$ cat config.mk
export PLATFORM = sky130hd
export DESIGN_NAME = tag_rt_top
export DESIGN_NICKNAME = d
export VERILOG_FILES = /design/src/hdl/tag_rt_pkg.sv /design/src/hdl/tag_decode_if.sv /design/src/hdl/word_sequencer.sv /design/src/hdl/cmd_decoder.sv /design/src/hdl/tag_register.sv /design/src/hdl/rt_register.sv /design/src/hdl/tag_rt_top.sv
export SDC_FILE = /design/constraint.sdc
export NUM_CORES = 1
export LEC_CHECK = 0
export ABC_AREA = 0
export BUFFER_PORTS_ARGS = -buffer_cell sky130_fd_sc_hd__buf_2
export CAP_MARGIN = 20
export CORE_ASPECT_RATIO = 0.8
export CORE_MARGIN = 2
export CORE_UTILIZATION = 42
export CTS_BUF_LIST = sky130_fd_sc_hd__clkbuf_4 sky130_fd_sc_hd__clkbuf_8
export CTS_CLUSTER_DIAMETER = 150
export DETAILED_ROUTE_END_ITERATION = 16
export PLACE_DENSITY = 0.7
export SLEW_MARGIN = 20
export SYNTH_ARGS = -nofsm -noshare
export SYNTH_HDL_FRONTEND = slang
export SYNTH_SLANG_ARGS = --single-unit
$ cat constraint.sdc
create_clock -name sim_clk -period 2.8 [get_ports sim_clk]
set_input_delay 0.14 -clock sim_clk [delete_from_list [all_inputs] [get_ports sim_clk]]
set_output_delay 0.14 -clock sim_clk [all_outputs]
set_load 0.02 [all_outputs]
$ cat src/hdl/tag_rt_pkg.sv
package tag_rt_pkg;

    ////////////////////////////////////////////////////
    // Word format
    ////////////////////////////////////////////////////

    localparam int N_TAG = 8;         // Tag bits.
    localparam int N_RT = 5;          // Real-time bits.
    localparam int SEL_W = 3;         // Address and gate fields.
    localparam int TLM_SPARE_W = 10;
    localparam int PROC_SPARE_W = 3;

    ////////////////////////////////////////////////////
    // Word time
    ////////////////////////////////////////////////////

    localparam int CNT_W = 3;
    localparam int N_PHASE = 6;               // Phases per command.
    localparam int PH_V1 = 1;                 // Clear and discrete phase.
    localparam int PH_SET_TLM = 4;            // Telemetry set phase.
    localparam int PH_SET_PROC = N_PHASE;     // Processor set phase, last.

    // Gate codes that raise the discrete pulses.
    localparam int ADI_GATE = 2;
    localparam int BDI_GATE = 1;

    ////////////////////////////////////////////////////
    // Command word
    ////////////////////////////////////////////////////

    typedef enum logic [1:0] {
        KIND_NOP  = 2'd0,
        KIND_TLM  = 2'd1,     // Telemetry.
        KIND_PROC = 2'd2,     // Processor.
        KIND_CLR  = 2'd3      // Clear, bank chosen by tgt.
    } cmd_kind_e;

    // Telemetry and clear words use the tlm view, processor words the proc view.
    typedef union packed {
        struct packed {
            cmd_kind_e               kind;
            logic                    tgt;     // 0 tag bank, 1 real-time bank.
            logic [SEL_W-1:0]        addr;
            logic [TLM_SPARE_W-1:0]  spare;
        } tlm;
        struct packed {
            cmd_kind_e               kind;
            logic [SEL_W-1:0]        gate_a;
            logic [SEL_W-1:0]        gate_b;
            logic                    ltr;
            logic                    info;
            logic                    tcw;
            logic                    paa;
            logic                    pba;
            logic [PROC_SPARE_W-1:0] spare;
        } proc;
    } cmd_word_u;

endpackage

$ cat src/hdl/tag_decode_if.sv
`timescale 1ns/100ps

interface tag_decode_if;

    import tag_rt_pkg::*;

    logic             is_tlm;
    logic             is_proc;
    logic             clr_tag;
    logic             clr_rt;
    logic [N_TAG-1:0] tlm_tag_sel;
    logic [N_RT-1:0]  tlm_rt_sel;
    logic             proc_qual;      // ltr, info, tcw and paa all set.
    logic [N_TAG-1:0] gate_a_sel;
    logic [N_RT-1:0]  gate_b_sel;
    logic             adi_req;
    logic             bdi_req;

    modport dec (
        output is_tlm, is_proc,
        output clr_tag, clr_rt,
        output tlm_tag_sel, tlm_rt_sel,
        output proc_qual, gate_a_sel, gate_b_sel,
        output adi_req, bdi_req
    );

    modport bank (
        input is_tlm, is_proc,
        input clr_tag, clr_rt,
        input tlm_tag_sel, tlm_rt_sel,
        input proc_qual, gate_a_sel, gate_b_sel,
        input adi_req, bdi_req
    );

endinterface

$ cat src/hdl/word_sequencer.sv
`timescale 1ns/100ps

module word_sequencer (
    input  logic                  sim_clk,
    input  logic                  rst_n,
    input  logic                  cmd_strobe,
    input  tag_rt_pkg::cmd_word_u cmd_word,
    output tag_rt_pkg::cmd_word_u cur_word,
    output logic                  ph_v1,
    output logic                  ph_set_tlm,
    output logic                  ph_set_proc,
    output logic                  busy,
    output logic                  done
);

    import tag_rt_pkg::*;

    logic [CNT_W-1:0] phase_cnt;      // 0 idle, 1..N_PHASE in word time.
    logic             accept;
    logic             last_phase;

    ////////////////////////////////////////////////////
    // Acceptance and phase counter
    ////////////////////////////////////////////////////

    assign accept = cmd_strobe && (phase_cnt == '0);
    assign last_phase = (phase_cnt == CNT_W'(N_PHASE));

    always_ff @(posedge sim_clk) begin
        if (!rst_n) begin
            phase_cnt <= '0;
        end else if (accept) begin
            phase_cnt <= CNT_W'(1);
        end else if (last_phase) begin
            phase_cnt <= '0;                  // Back to idle.
        end else if (phase_cnt != '0) begin
            phase_cnt <= phase_cnt + 1'b1;
        end
    end

    // Word is held for the whole word time.
    always_ff @(posedge sim_clk) begin
        if (accept) begin
            cur_word <= cmd_word;
        end
    end

    ////////////////////////////////////////////////////
    // Phase strobes
    ////////////////////////////////////////////////////

    assign busy        = (phase_cnt != '0);
    assign ph_v1       = (phase_cnt == CNT_W'(PH_V1));
    assign ph_set_tlm  = (phase_cnt == CNT_W'(PH_SET_TLM));
    assign ph_set_proc = (phase_cnt == CNT_W'(PH_SET_PROC));
    assign done        = last_phase;          // Same cycle as ph_set_proc.

endmodule

$ cat src/hdl/cmd_decoder.sv
`timescale 1ns/100ps

module cmd_decoder (
    input  tag_rt_pkg::cmd_word_u cur_word,
    tag_decode_if.dec             dec
);

    import tag_rt_pkg::*;

    cmd_kind_e        kind;
    logic             tgt;
    logic [SEL_W-1:0] addr;
    logic [SEL_W-1:0] gate_a;
    logic [SEL_W-1:0] gate_b;

    ////////////////////////////////////////////////////
    // Field extraction
    ////////////////////////////////////////////////////

    assign kind   = cur_word.tlm.kind;      // Shared by both views.
    assign tgt    = cur_word.tlm.tgt;
    assign addr   = cur_word.tlm.addr;
    assign gate_a = cur_word.proc.gate_a;
    assign gate_b = cur_word.proc.gate_b;

    ////////////////////////////////////////////////////
    // Mode levels and clears
    ////////////////////////////////////////////////////

    always_comb begin
        dec.is_tlm  = (kind == KIND_TLM);
        dec.is_proc = (kind == KIND_PROC);
        dec.clr_tag = (kind == KIND_CLR) && !tgt;
        dec.clr_rt  = (kind == KIND_CLR) && tgt;
    end

    ////////////////////////////////////////////////////
    // One-hot selections
    ////////////////////////////////////////////////////

    // Telemetry address, steered by tgt.
    always_comb begin
        dec.tlm_tag_sel = '0;
        dec.tlm_rt_sel  = '0;
        if (!tgt) begin
            dec.tlm_tag_sel = N_TAG'(1) << addr;
        end else if (addr < N_RT) begin
            dec.tlm_rt_sel = N_RT'(1) << addr;    // Codes 5..7 select nothing.
        end
    end

    // Processor gates.
    always_comb begin
        dec.gate_a_sel = N_TAG'(1) << gate_a;
        dec.gate_b_sel = '0;
        if (gate_b < N_RT) begin
            dec.gate_b_sel = N_RT'(1) << gate_b;
        end
    end

    ////////////////////////////////////////////////////
    // Qualifier and discrete requests
    ////////////////////////////////////////////////////

    always_comb begin
        dec.proc_qual = cur_word.proc.ltr & cur_word.proc.info &
                        cur_word.proc.tcw & cur_word.proc.paa;
        // Discretes ignore the qualifier.
        dec.adi_req = (kind == KIND_PROC) && cur_word.proc.paa &&
                      (gate_a == SEL_W'(ADI_GATE));
        dec.bdi_req = (kind == KIND_PROC) && cur_word.proc.pba &&
                      (gate_a == SEL_W'(BDI_GATE));
    end

endmodule

$ cat src/hdl/tag_register.sv
`timescale 1ns/100ps

module tag_register (
    input  logic                         sim_clk,
    input  logic                         rst_n,
    input  logic                         ph_v1,
    input  logic                         ph_set_tlm,
    input  logic                         ph_set_proc,
    tag_decode_if.bank                   bank,
    output logic [tag_rt_pkg::N_TAG-1:0] tag
);

    import tag_rt_pkg::*;

    logic             clr_term;
    logic             tlm_en;
    logic             proc_en;
    logic [N_TAG-1:0] set_tlm;
    logic [N_TAG-1:0] set_proc;
    logic [N_TAG-1:0] set_term;

    ////////////////////////////////////////////////////
    // Set and clear terms
    ////////////////////////////////////////////////////

    assign clr_term = ph_v1 & bank.clr_tag;                 // Whole bank.
    assign tlm_en   = ph_set_tlm & bank.is_tlm;
    assign proc_en  = ph_set_proc & bank.is_proc & bank.proc_qual;

    assign set_tlm  = bank.tlm_tag_sel & {N_TAG{tlm_en}};
    assign set_proc = bank.gate_a_sel & {N_TAG{proc_en}};
    assign set_term = set_tlm | set_proc;

    ////////////////////////////////////////////////////
    // Tag latches
    ////////////////////////////////////////////////////

    // Each bit holds until the clear term, sets accumulate.
    always_ff @(posedge sim_clk) begin
        if (!rst_n) begin
            tag <= '0;
        end else if (clr_term) begin
            tag <= '0;
        end else begin
            tag <= tag | set_term;
        end
    end

endmodule

$ cat src/hdl/rt_register.sv
`timescale 1ns/100ps

module rt_register (
    input  logic                        sim_clk,
    input  logic                        rst_n,
    input  logic                        ph_v1,
    input  logic                        ph_set_tlm,
    input  logic                        ph_set_proc,
    tag_decode_if.bank                  bank,
    output logic [tag_rt_pkg::N_RT-1:0] rtr,
    output logic                        adi,
    output logic                        bdi
);

    import tag_rt_pkg::*;

    logic            clr_term;
    logic            tlm_en;
    logic            proc_en;
    logic [N_RT-1:0] set_tlm;
    logic [N_RT-1:0] set_proc;
    logic [N_RT-1:0] set_term;

    ////////////////////////////////////////////////////
    // Set and clear terms
    ////////////////////////////////////////////////////

    assign clr_term = ph_v1 & bank.clr_rt;
    assign tlm_en   = ph_set_tlm & bank.is_tlm;
    assign proc_en  = ph_set_proc & bank.is_proc & bank.proc_qual;

    assign set_tlm  = bank.tlm_rt_sel & {N_RT{tlm_en}};
    assign set_proc = bank.gate_b_sel & {N_RT{proc_en}};    // Gate B drives rtr.
    assign set_term = set_tlm | set_proc;

    ////////////////////////////////////////////////////
    // Real-time latches
    ////////////////////////////////////////////////////

    always_ff @(posedge sim_clk) begin
        if (!rst_n) begin
            rtr <= '0;
        end else if (clr_term) begin
            rtr <= '0;
        end else begin
            rtr <= rtr | set_term;
        end
    end

    ////////////////////////////////////////////////////
    // Discrete pulses
    ////////////////////////////////////////////////////

    // Sampled in phase 1, so high for the following cycle only.
    always_ff @(posedge sim_clk) begin
        if (!rst_n) begin
            adi <= 1'b0;
            bdi <= 1'b0;
        end else begin
            adi <= ph_v1 & bank.adi_req;
            bdi <= ph_v1 & bank.bdi_req;
        end
    end

endmodule

$ cat src/hdl/tag_rt_top.sv
`timescale 1ns/100ps

module tag_rt_top (
    input  logic                         sim_clk,
    input  logic                         rst_n,
    input  logic                         cmd_strobe,
    input  tag_rt_pkg::cmd_word_u        cmd_word,
    output logic                         busy,
    output logic                         done,
    output logic [tag_rt_pkg::N_TAG-1:0] tag,
    output logic [tag_rt_pkg::N_RT-1:0]  rtr,
    output logic                         adi,
    output logic                         bdi
);

    import tag_rt_pkg::*;

    cmd_word_u cur_word;
    logic      ph_v1;
    logic      ph_set_tlm;
    logic      ph_set_proc;

    tag_decode_if dec_if ();

    ////////////////////////////////////////////////////
    // Control and decode
    ////////////////////////////////////////////////////

    word_sequencer seq0 (
        .sim_clk     (sim_clk),
        .rst_n       (rst_n),
        .cmd_strobe  (cmd_strobe),
        .cmd_word    (cmd_word),
        .cur_word    (cur_word),
        .ph_v1       (ph_v1),
        .ph_set_tlm  (ph_set_tlm),
        .ph_set_proc (ph_set_proc),
        .busy        (busy),
        .done        (done)
    );

    cmd_decoder dec0 (
        .cur_word (cur_word),
        .dec      (dec_if.dec)
    );

    ////////////////////////////////////////////////////
    // Register banks
    ////////////////////////////////////////////////////

    tag_register tag0 (
        .sim_clk     (sim_clk),
        .rst_n       (rst_n),
        .ph_v1       (ph_v1),
        .ph_set_tlm  (ph_set_tlm),
        .ph_set_proc (ph_set_proc),
        .bank        (dec_if.bank),
        .tag         (tag)
    );

    rt_register rt0 (
        .sim_clk     (sim_clk),
        .rst_n       (rst_n),
        .ph_v1       (ph_v1),
        .ph_set_tlm  (ph_set_tlm),
        .ph_set_proc (ph_set_proc),
        .bank        (dec_if.bank),
        .rtr         (rtr),
        .adi         (adi),
        .bdi         (bdi)
    );

endmodule

==> flow_summary.json, run 1 <==
{
  "critPathMaxFanout": 10,
  "synth_mux_area_share_pct": 0,
  "hold_viol_final": 0,
  "clock.fmax_ghz": 0.573,
  "grt_overflow_total": 0,
  "ys_seq_area_share_pct": 52.7,
  "placed_cell_area_um2": 1590,
  "grt_pass1_vias": 1121,
  "drive_above_1_share_pct": 26.7,
  "hold_path_class": "input port to flop",
  "cts-resized-gates": 0,
  "ctsHoldBuffers": 0,
  "die_h_um": 56.1,
  "yosys.area_share.adder_pct": 3.51,
  "synth_cell_types": 37,
  "place_congestion": 0.841,
  "required_ns": 2.98,
  "finalClockSkew_ns": 0.00534,
  "final_nets": 187,
  "core_area_um2": 3150,
  "fin_crit_ns": 1.74,
  "min_path_cells": 1,
  "rr_worst_depth": 5,
  "maxCapViolCount": 0,
  "drcViolationCount": 0,
  "fin_cells": 205,
  "min_period_over_period_pct": 62.3,
  "vias": 1179,
  "drv_slew": 0,
  "cts_tree": "built",
  "holdCritStartpoint": "cmd_word[12]",
  "place_inst": 197,
  "clk_pin_slew_ns": 0.06,
  "start_util_pct": 45.2,
  "antennaDiodeCount": 0,
  "end_kind": "flop",
  "setup_violations": 0,
  "synth-compound-area-share_pct": 14.2,
  "tightest_slew_ns": 0.645,
  "r2r_start": "seq0.phase_cnt[0]$_SDFFE_PN0P_",
  "antenna_found_initial": 0,
  "routed_wl_um": 2980,
  "synth_xor_area_share_pct": 0,
  "num_rows": 18,
  "fin_area_um2": 1730,
  "p_leak_nw": 0.697,
  "drt_iter0_drc": 111,
  "worstPathArrival_ns": 1.92,
  "synth_top_cells_by_area": "edfxtp_1 27%, dfxtp_1 25%, a21oi_1 3.5%, ha_1 3.5%, nand4b_1 3.1%",
  "yosysTopAreaCell": "edfxtp_1",
  "syn-num-nets": 156,
  "clock_latency_ns": 0.29,
  "clk_path_buf_depth": 2,
  "dieArea_um2": 3870,
  "synth.avg_cell_area_um2": 10.7,
  "slew_headroom_pct": 56.5,
  "tns_ns": 0,
  "hold_path_end": "seq0.cur_word[12]$_DFFE_PP_",
  "clock-sinks": 31,
  "rsz0062_at_grt": "no",
  "port_buffers": 32,
  "final_antenna_net_count": 0,
  "dp_hpwl_um": 2140,
  "cts-root-buf": "clkbuf_8",
  "start_kind": "flop",
  "drtPass1Iterations": 4,
  "cts_buffers": 5,
  "peakVddDrop_mv": 0.441,
  "pwr_density_cell_nw_per_um2": 680,
  "synth.cell_area_um2": 1420,
  "synth_seq_cells": 31,
  "syn_inst": 133,
  "wl_per_cell_um": 14.5,
  "reg2reg_to": "tag0.tag[4]$_SDFF_PP0_",
  "cts.htree.levels": 2,
  "syn_to_final_growth_pct": 21.3,
  "synth_top_family_by_area": "simple AND/OR/NAND/NOR gates",
  "yosysTopAreaCellShare_pct": 27.4,
  "status": "finished clean",
  "critPathKind": "flop to flop",
  "fp.dieW_um": 69.1,
  "via_per_inst": 5.75,
  "grt_max_degree": 18,
  "ios": 36,
  "grtUsageTotal_pct": 17.1,
  "synthSimpleGateAreaFrac_pct": 24.6,
  "yosys_warnings": 0,
  "grt_pass1_wl_um": 5200,
  "r2r_slack_ns": 1.06,
  "fillers": 291,
  "postCtsSetupRepairBufs": 0
}
[through the flow]
step	total power (W)	worst slack, ns	util (%)	hold WS, ns
after floorplan	0.000612	0.971	-	0.239
after global placement	0.000647	1.10	50.4	0.316
after detailed placement	0.000653	1.06	50.4	0.318
after CTS	0.00118	1.06	54.8	0.0205
after global routing	0.00123	0.904	54.8	0.0147
final	0.00117	1.06	54.8	0.0248
[sequential cells by signal (all words and copies together) (netlist names)]
signal,flops
rt0.bdi,1
rt0.rtr,5
rt0.adi,1
seq0.cur_word,13
seq0.phase_cnt,3
tag0.tag,8
[cell type report]
type	count	area (µm²)	area share, %
Clock buffer	6	76.3	4.42
Clock inverter	2	60.1	3.48
Inverter	5	18.8	1.09
Multi-Input combinational cell	88	603	34.9
Sequential cell	31	751	43.5
Tap cell	40	50.0	2.90
Timing Repair Buffer	33	168	9.71
[power by group]
| part | switching, W | internal, W | leakage (nW) | total (W) |
|---|---|---|---|---|
| clock | 0.000165 | 0.000365 | 0.0688 | 0.000530 |
| sequential | 0.0000358 | 0.000502 | 0.268 | 0.000538 |
| combinational | 0.0000634 | 0.0000417 | 0.360 | 0.000105 |
[worst max path at each step]
stage / slack, ns / to / cells after the start / startpoint
after floorplan: 0.97 / seq0.cur_word[10]$_DFFE_PP_ / 4 / seq0.phase_cnt[0]$_SDFFE_PN0P_
after global placement: 1.10 / tag0.tag[4]$_SDFF_PP0_ / 5 / seq0.phase_cnt[0]$_SDFFE_PN0P_
after detailed placement: 1.06 / tag0.tag[4]$_SDFF_PP0_ / 5 / seq0.phase_cnt[0]$_SDFFE_PN0P_
after CTS: 1.06 / tag0.tag[4]$_SDFF_PP0_ / 5 / seq0.phase_cnt[0]$_SDFFE_PN0P_
after global routing: 0.90 / rt0.rtr[0]$_SDFF_PP0_ / 3 / seq0.cur_word[13]$_DFFE_PP_
final: 1.06 / tag0.tag[4]$_SDFF_PP0_ / 5 / seq0.phase_cnt[0]$_SDFFE_PN0P_
[cell usage in the layout, fill, tap and decap left out, types with 3 or more instances in the layout]
cell      count
a21oi_1      10
a31oi_1       3
a41oi_1       4
and4b_1       3
buf_2        32
clkbuf_8      5
dfxtp_1      18
edfxtp_1     13
ha_1          4
inv_1         5
nand2_1       3
nand2b_1      6
nand4_1       5
nand4b_1      5
nor2_1        9
nor2b_1       5
nor3_1        4
nor4_1        3
[logic make-up after synthesis]
family	Yosys count
compound gates	29
fa+ha+maj	4
buf+inv	14
flops	31
simple gates	55
[worst max-delay path: stages (launching register included)]
cell,delay [ns]
dfxtp_1,0.40
inv_1,0.08
ha_1,0.25
and4b_1,0.34
and4_1,0.25
o311a_1,0.31
[metal layers]
metal / share of wire [%] / vias to the layer above / global-route usage, %
met1: 46 / 543 / 23.1
met4: 2.2 / 0 / 9.52
met3: 8.1 / 8 / 5.07
met5: 0 / - / 0
met2: 44 / 53 / 24.5
li1: - / 575 / -
[synthesized netlist by cell type]
cell	count
a211oi_1	1
a21oi_1	10
a221oi_1	1
a22oi_1	1
a31oi_1	3
a41oi_1	4
and2_2	1
and3_1	1
and4_1	1
and4_2	2
and4b_1	3
buf_2	2
buf_6	2
clkbuf_1	5
dfxtp_1	18
edfxtp_1	13
ha_1	4
inv_1	5
nand2_1	3
nand2b_1	6
nand3_1	1
nand3b_1	1
nand4_1	5
nand4b_1	5
nor2_1	9
nor2b_1	5
nor3_1	4
nor3b_1	1
nor4_1	3
nor4b_1	2
o211ai_1	1
o21a_1	1
o21ai_0	1
o221ai_1	2
o311a_1	2
o31a_1	2
or3_1	2
No activity file was read; power rests on OpenSTA's default activity.
==> run 2, diff against run 1 <==
- PLACE_DENSITY: 0.7 -> 0.72
- clock period: 2.8 -> 1.6 ns (I/O delays scaled with it)
==> flow_summary.json, run 2 (synthesized netlist as in run 1, its figures left out) <==
{
  "status": "finished clean",
  "cts_buffers": 5,
  "hold_viol_final": 0,
  "final_nets": 205,
  "hold_path_class": "input port to flop",
  "num_rows": 18,
  "cts.htree.levels": 2,
  "p_leak_nw": 0.778,
  "grtUsageTotal_pct": 18.2,
  "drv_slew": 0,
  "dieArea_um2": 3870,
  "start_kind": "flop",
  "tightest_slew_ns": 0.361,
  "swShare_pct": 23.8,
  "finalCoreUtilization_pct": 60.9,
  "vias": 1266,
  "p_clk_share_pct": 39.5,
  "slew_headroom_pct": 75.9,
  "final_antenna_net_count": 0,
  "pwr-share-seq_pct": 46.9,
  "dp_hpwl_um": 2230,
  "drive_above_1_share_pct": 29.5,
  "end_kind": "flop",
  "min_period_over_period_pct": 96.8,
  "reg_top3": "seq0.cur_word: 13 flops, tag0.tag: 8 flops, rt0.rtr: 5 flops",
  "syn_to_final_growth_pct": 34.8,
  "final_common_cell": "buf_2",
  "p_comb_share_pct": 13.5,
  "critPathMaxFanout": 5,
  "peakVddDrop_mv": 0.803,
  "grt_max_degree": 14,
  "setup_violations": 0,
  "switchingPower_w": 0.000470,
  "antenna_found_initial": 0,
  "routed_wl_um": 3330,
  "drtPass1Iterations": 4,
  "grt_overflow_total": 0,
  "start_util_pct": 45.2,
  "cts-root-buf": "clkbuf_8",
  "clock-sinks": 31,
  "core_area_um2": 3150,
  "pwr_density_cell_nw_per_um2": 1030,
  "via_per_inst": 5.68,
  "clk_pin_slew_ns": 0.06,
  "ios": 36,
  "finalClockSkew_ns": 0.00496,
  "fillers": 267,
  "worstPathArrival_ns": 1.71,
  "wl_per_cell_um": 15.0,
  "cts_tree": "built",
  "maxCapViolCount": 0,
  "internal_power_w": 0.00150,
  "critPathKind": "flop to flop",
  "required_ns": 1.76,
  "place_congestion": 0.834,
  "largest_reg_flops": 13,
  "clock.fmax_ghz": 0.646,
  "rsz0062_at_grt": "yes",
  "tns_ns": 0,
  "die_h_um": 56.1,
  "grt_pass1_vias": 1192,
  "drcViolationCount": 0,
  "fp.dieW_um": 69.1,
  "grt_pass1_wl_um": 5530,
  "fin_crit_ns": 1.55,
  "clk_path_buf_depth": 2,
  "antennaDiodeCount": 0,
  "clock_latency_ns": 0.28,
  "drt_iter0_drc": 134,
  "largest_register": "seq0.cur_word",
  "mostFrequentLayoutCells": "32 x buf_2, 17 x dfxtp_1, 13 x dlygate4sd3_1, 13 x edfxtp_1, 10 x a21oi_1",
  "port_buffers": 32
}
run 2: layout make-up:
class / count / area (µm²) / area share, %
tap: 40 / 50.0 / 2.61
inverter: 5 / 18.8 / 0.978
timing repair buffer: 51 / 348 / 18.1
multi-input combinational: 88 / 631 / 32.9
clock inverter: 2 / 35.0 / 1.83
sequential: 31 / 754 / 39.3
clock buffer: 6 / 82.6 / 4.30
run 2: final timing paths:
check,from,endpoint,slack [ns],cells after the start
worst max-delay path,seq0.phase_cnt[0]$_SDFFE_PN0P_,tag0.tag[4]$_SDFF_PP0_,0.05,5
worst min-delay path,cmd_strobe,seq0.phase_cnt[1]$_SDFFE_PP0P_,0.11,3
worst max register to register,seq0.phase_cnt[0]$_SDFFE_PN0P_,tag0.tag[4]$_SDFF_PP0_,0.05,5
worst min register to register,tag0.tag[6]$_SDFF_PP0_,tag0.tag[6]$_SDFF_PP0_,0.48,1
run 2: per-layer routing:
layer | global-route usage, % | vias up | part of all wire, %
met2 | 29.7 | 47 | 50
met4 | 6.16 | 0 | 0.72
met1 | 21.8 | 609 | 43
met5 | 0 | - | 0
met3 | 7.43 | 2 | 5.9
li1 | - | 608 | -
run 2: timing repair:
item | in CTS | in global routing
resized for setup | 0 | 4
endpoints found under the setup margin | 0 | 19
hold endpoints to repair | 13 | 0
setup buffers | 0 | 1
hold buffers | 13 | 0
run 2: critical path, cell delays in order (launching register included):
cell and delay [ns]:
dfxtp_4 0.37, inv_1 0.06, ha_1 0.24, and4b_1 0.25
and4_1 0.20, o311a_1 0.32
run 2: power by group through the flow:
stage	clock network (W)	logic (W)	registers [W]
2_1_floorplan	0	0.000159	0.000919
3_3_place_gp	0	0.000207	0.000936
4_1_cts	0.000804	0.000240	0.000922
5_1_grt	0.000840	0.000293	0.000932
3_5_place_dp	0	0.000215	0.000940
6_report	0.000780	0.000266	0.000925
run 2: stage by stage:
stage                     hold WS, ns  cell area (µm²)  setup WS [ns]  total power, W  std cells
after global placement          0.256             1630          0.102         0.00114        201
after global routing            0.122             1920        -0.0233         0.00206        223
after detailed placement        0.258             1630         0.0365         0.00116        201
after CTS                       0.103             1880         0.0146         0.00197        222
final                           0.115             1920         0.0513         0.00197        223
after floorplan                 0.179             1430         0.0429         0.00108        133
==> run 3, diff against run 2 <==
- ABC_AREA: 0 -> 1
- PLACE_DENSITY: 0.72 -> 0.71
==> flow_summary.json, run 3 <==
{
  "worstPathArrival_ns": 1.43,
  "fin_ws_ns": 0.0911,
  "end_kind": "primary output",
  "mostFrequentLayoutCells": "36 x inv_1, 34 x nand3_1, 32 x nand2_1, 32 x buf_2, 17 x nor2_1",
  "grtUsageTotal_pct": 16.9,
  "routed_wl_um": 3110,
  "min_period_over_period_pct": 94.3,
  "port_buffers": 32,
  "r2r_start": "seq0.phase_cnt[0]$_SDFFE_PN0P_",
  "synth_common_cells": "36 x inv_1, 34 x nand3_1, 32 x nand2_1, 18 x dfxtp_1, 17 x nor2_1",
  "syn_to_final_growth_pct": 32.3,
  "cts_tree": "built",
  "dieArea_um2": 4130,
  "place_ws_ns": 0.183,
  "drcViolationCount": 0,
  "fin_crit_ns": 1.51,
  "hold_path_end": "seq0.phase_cnt[0]$_SDFFE_PN0P_",
  "grt_max_degree": 15,
  "vias": 1351,
  "min_path_cells": 3,
  "synthArstFlopShare_pct": 0,
  "synth_seq_cells": 31,
  "syn_inst": 190,
  "status": "finished clean",
  "largest_register": "seq0.cur_word",
  "synth_edf_count": 13,
  "wl_per_cell_um": 10.9,
  "hold_viol_final": 0,
  "fp.dieW_um": 71.3,
  "yosys_warnings": 0,
  "syn-num-nets": 213,
  "clk_pin_slew_ns": 0.06,
  "core_area_um2": 3450,
  "drv_slew": 0,
  "critPathKind": "flop to primary output",
  "hold_path_class": "input port to flop",
  "grt_pass1_wl_um": 5300,
  "final_common_cell": "inv_1",
  "via_per_inst": 4.74,
  "dp_hpwl_um": 2130,
  "start_util_pct": 44.2,
  "tns_ns": 0,
  "grt_overflow_total": 0,
  "die_h_um": 57.9,
  "start_kind": "flop",
  "clock-sinks": 31,
  "cts_buffers": 5,
  "drt_iter0_drc": 78,
  "place_congestion": 0.789,
  "ios": 36,
  "setup_violations": 0,
  "cts.htree.levels": 2,
  "grt_pass1_vias": 1280,
  "fillers": 320,
  "yosysTopAreaCell": "edfxtp_1",
  "tightest_slew_ns": 0.341,
  "synth_cell_types": 24,
  "drive_above_1_share_pct": 25.5,
  "maxCapViolCount": 0,
  "antennaDiodeCount": 0,
  "pwr_density_cell_nw_per_um2": 1020,
  "holdCritStartpoint": "cmd_strobe",
  "num_rows": 19,
  "fin_cells": 285,
  "reg2reg_to": "seq0.cur_word[11]$_DFFE_PP_",
  "critPathMaxFanout": 4,
  "cts-root-buf": "clkbuf_8",
  "r2r_slack_ns": 0.16,
  "clock.fmax_ghz": 0.663,
  "yosysTopAreaCellShare_pct": 25.6,
  "synth.avg_cell_area_um2": 8.02,
  "synth_top_cells_by_area": "edfxtp_1 26%, dfxtp_1 24%, nand3_1 11%, inv_1 8.9%, nand2_1 7.9%",
  "p_leak_nw": 0.992,
  "synth.cell_area_um2": 1520,
  "power_w": 0.00206,
  "finalClockSkew_ns": 0.00771,
  "largest_reg_flops": 13,
  "required_ns": 1.52,
  "final_nets": 265,
  "rsz0062_at_grt": "no",
  "rr_worst_depth": 7,
  "synth.most_common_cell": "inv_1",
  "slew_headroom_pct": 77.3,
  "final_antenna_net_count": 0,
  "yosys_most_used_dff": "dfxtp_1",
  "place_inst": 264,
  "ys_seq_area_share_pct": 49.3,
  "reg_top3": "seq0.cur_word: 13 flops, tag0.tag: 8 flops, rt0.rtr: 5 flops",
  "clock_latency_ns": 0.29,
  "clk_path_buf_depth": 2,
  "antenna_found_initial": 0,
  "drtPass1Iterations": 4,
  "peakVddDrop_mv": 0.687
}
## run 3: worst max-delay path, stage by stage (launching register included)
cell,delay [ns]
dfxtp_2,0.35
inv_1,0.07
ha_1,0.22
inv_1,0.06
nor2_1,0.04
buf_4,0.15
inv_1,0.08
buf_2,0.17
## run 3: cell type report
cell class                      count  area (µm²)  area share [%]
Timing Repair Buffer               50         340            16.9
Clock buffer                        6        76.3            3.79
Tap cell                           42        52.6            2.61
Clock inverter                      2        60.1            2.98
Sequential cell                    31         753            37.4
Inverter                           41         155            7.70
Multi-Input combinational cell    113         578            28.7
## run 3: layer usage
layer	vias up	share of wire (%)	GRT usage (%)
li1	706	-	-
met5	-	0	0
met3	7	7.0	4.70
met2	43	45	27.5
met1	595	46	21.4
met4	0	1.4	7.28
## run 3: how the worst max path moves through the flow
stage	from	endpoint	slack [ns]	cells past startpoint
3_5_place_dp	seq0.phase_cnt[0]$_SDFFE_PN0P_	seq0.cur_word[9]$_DFFE_PP_	0.18	7
4_1_cts	seq0.phase_cnt[0]$_SDFFE_PN0P_	busy	0.04	7
3_3_place_gp	seq0.phase_cnt[0]$_SDFFE_PN0P_	seq0.cur_word[9]$_DFFE_PP_	0.21	7
5_1_grt	seq0.phase_cnt[0]$_SDFFE_PN0P_	busy	0.004	7
2_1_floorplan	seq0.phase_cnt[0]$_SDFFE_PN0P_	seq0.cur_word[10]$_DFFE_PP_	0.07	6
6_report	seq0.phase_cnt[0]$_SDFFE_PN0P_	busy	0.09	7
## run 3: cells by family (layout without fill, tap and decap cells)
| kind of cell | count (synthesis) | after routing | synth area share (%) |
|---|---|---|---|
| simple gates | 101 | 101 | 31.1 |
| compound gates | 7 | 7 | 2.96 |
| fa+ha+maj | 4 | 4 | 3.28 |
| flops | 31 | 31 | 49.3 |
| buf+inv | 46 | 99 | 12.8 |
| xor+xnor | 1 | 1 | 0.575 |
## run 3: repair_timing
action,4_1_cts,5_1_grt
setup endpoints to repair,0,1
resized for setup,0,2
buffers inserted,0,0
hold buffers,13,0
endpoints found under the hold margin,13,0
## run 3: power breakdown
group          switching (W)  total (W)  internal (W)
combinational       0.000131   0.000229     0.0000976
sequential         0.0000369   0.000906      0.000869
clock               0.000289   0.000928      0.000639
## run 3: metrics by stage
step	utilization (%)	hold WS (ns)	cell area, µm²
floorplan	-	0.179	1520
global placement	50.7	0.258	1750
detailed placement	50.7	0.258	1750
CTS	58.4	0.0297	2010
global route	58.5	0.0895	2020
finish	58.5	0.0475	2020
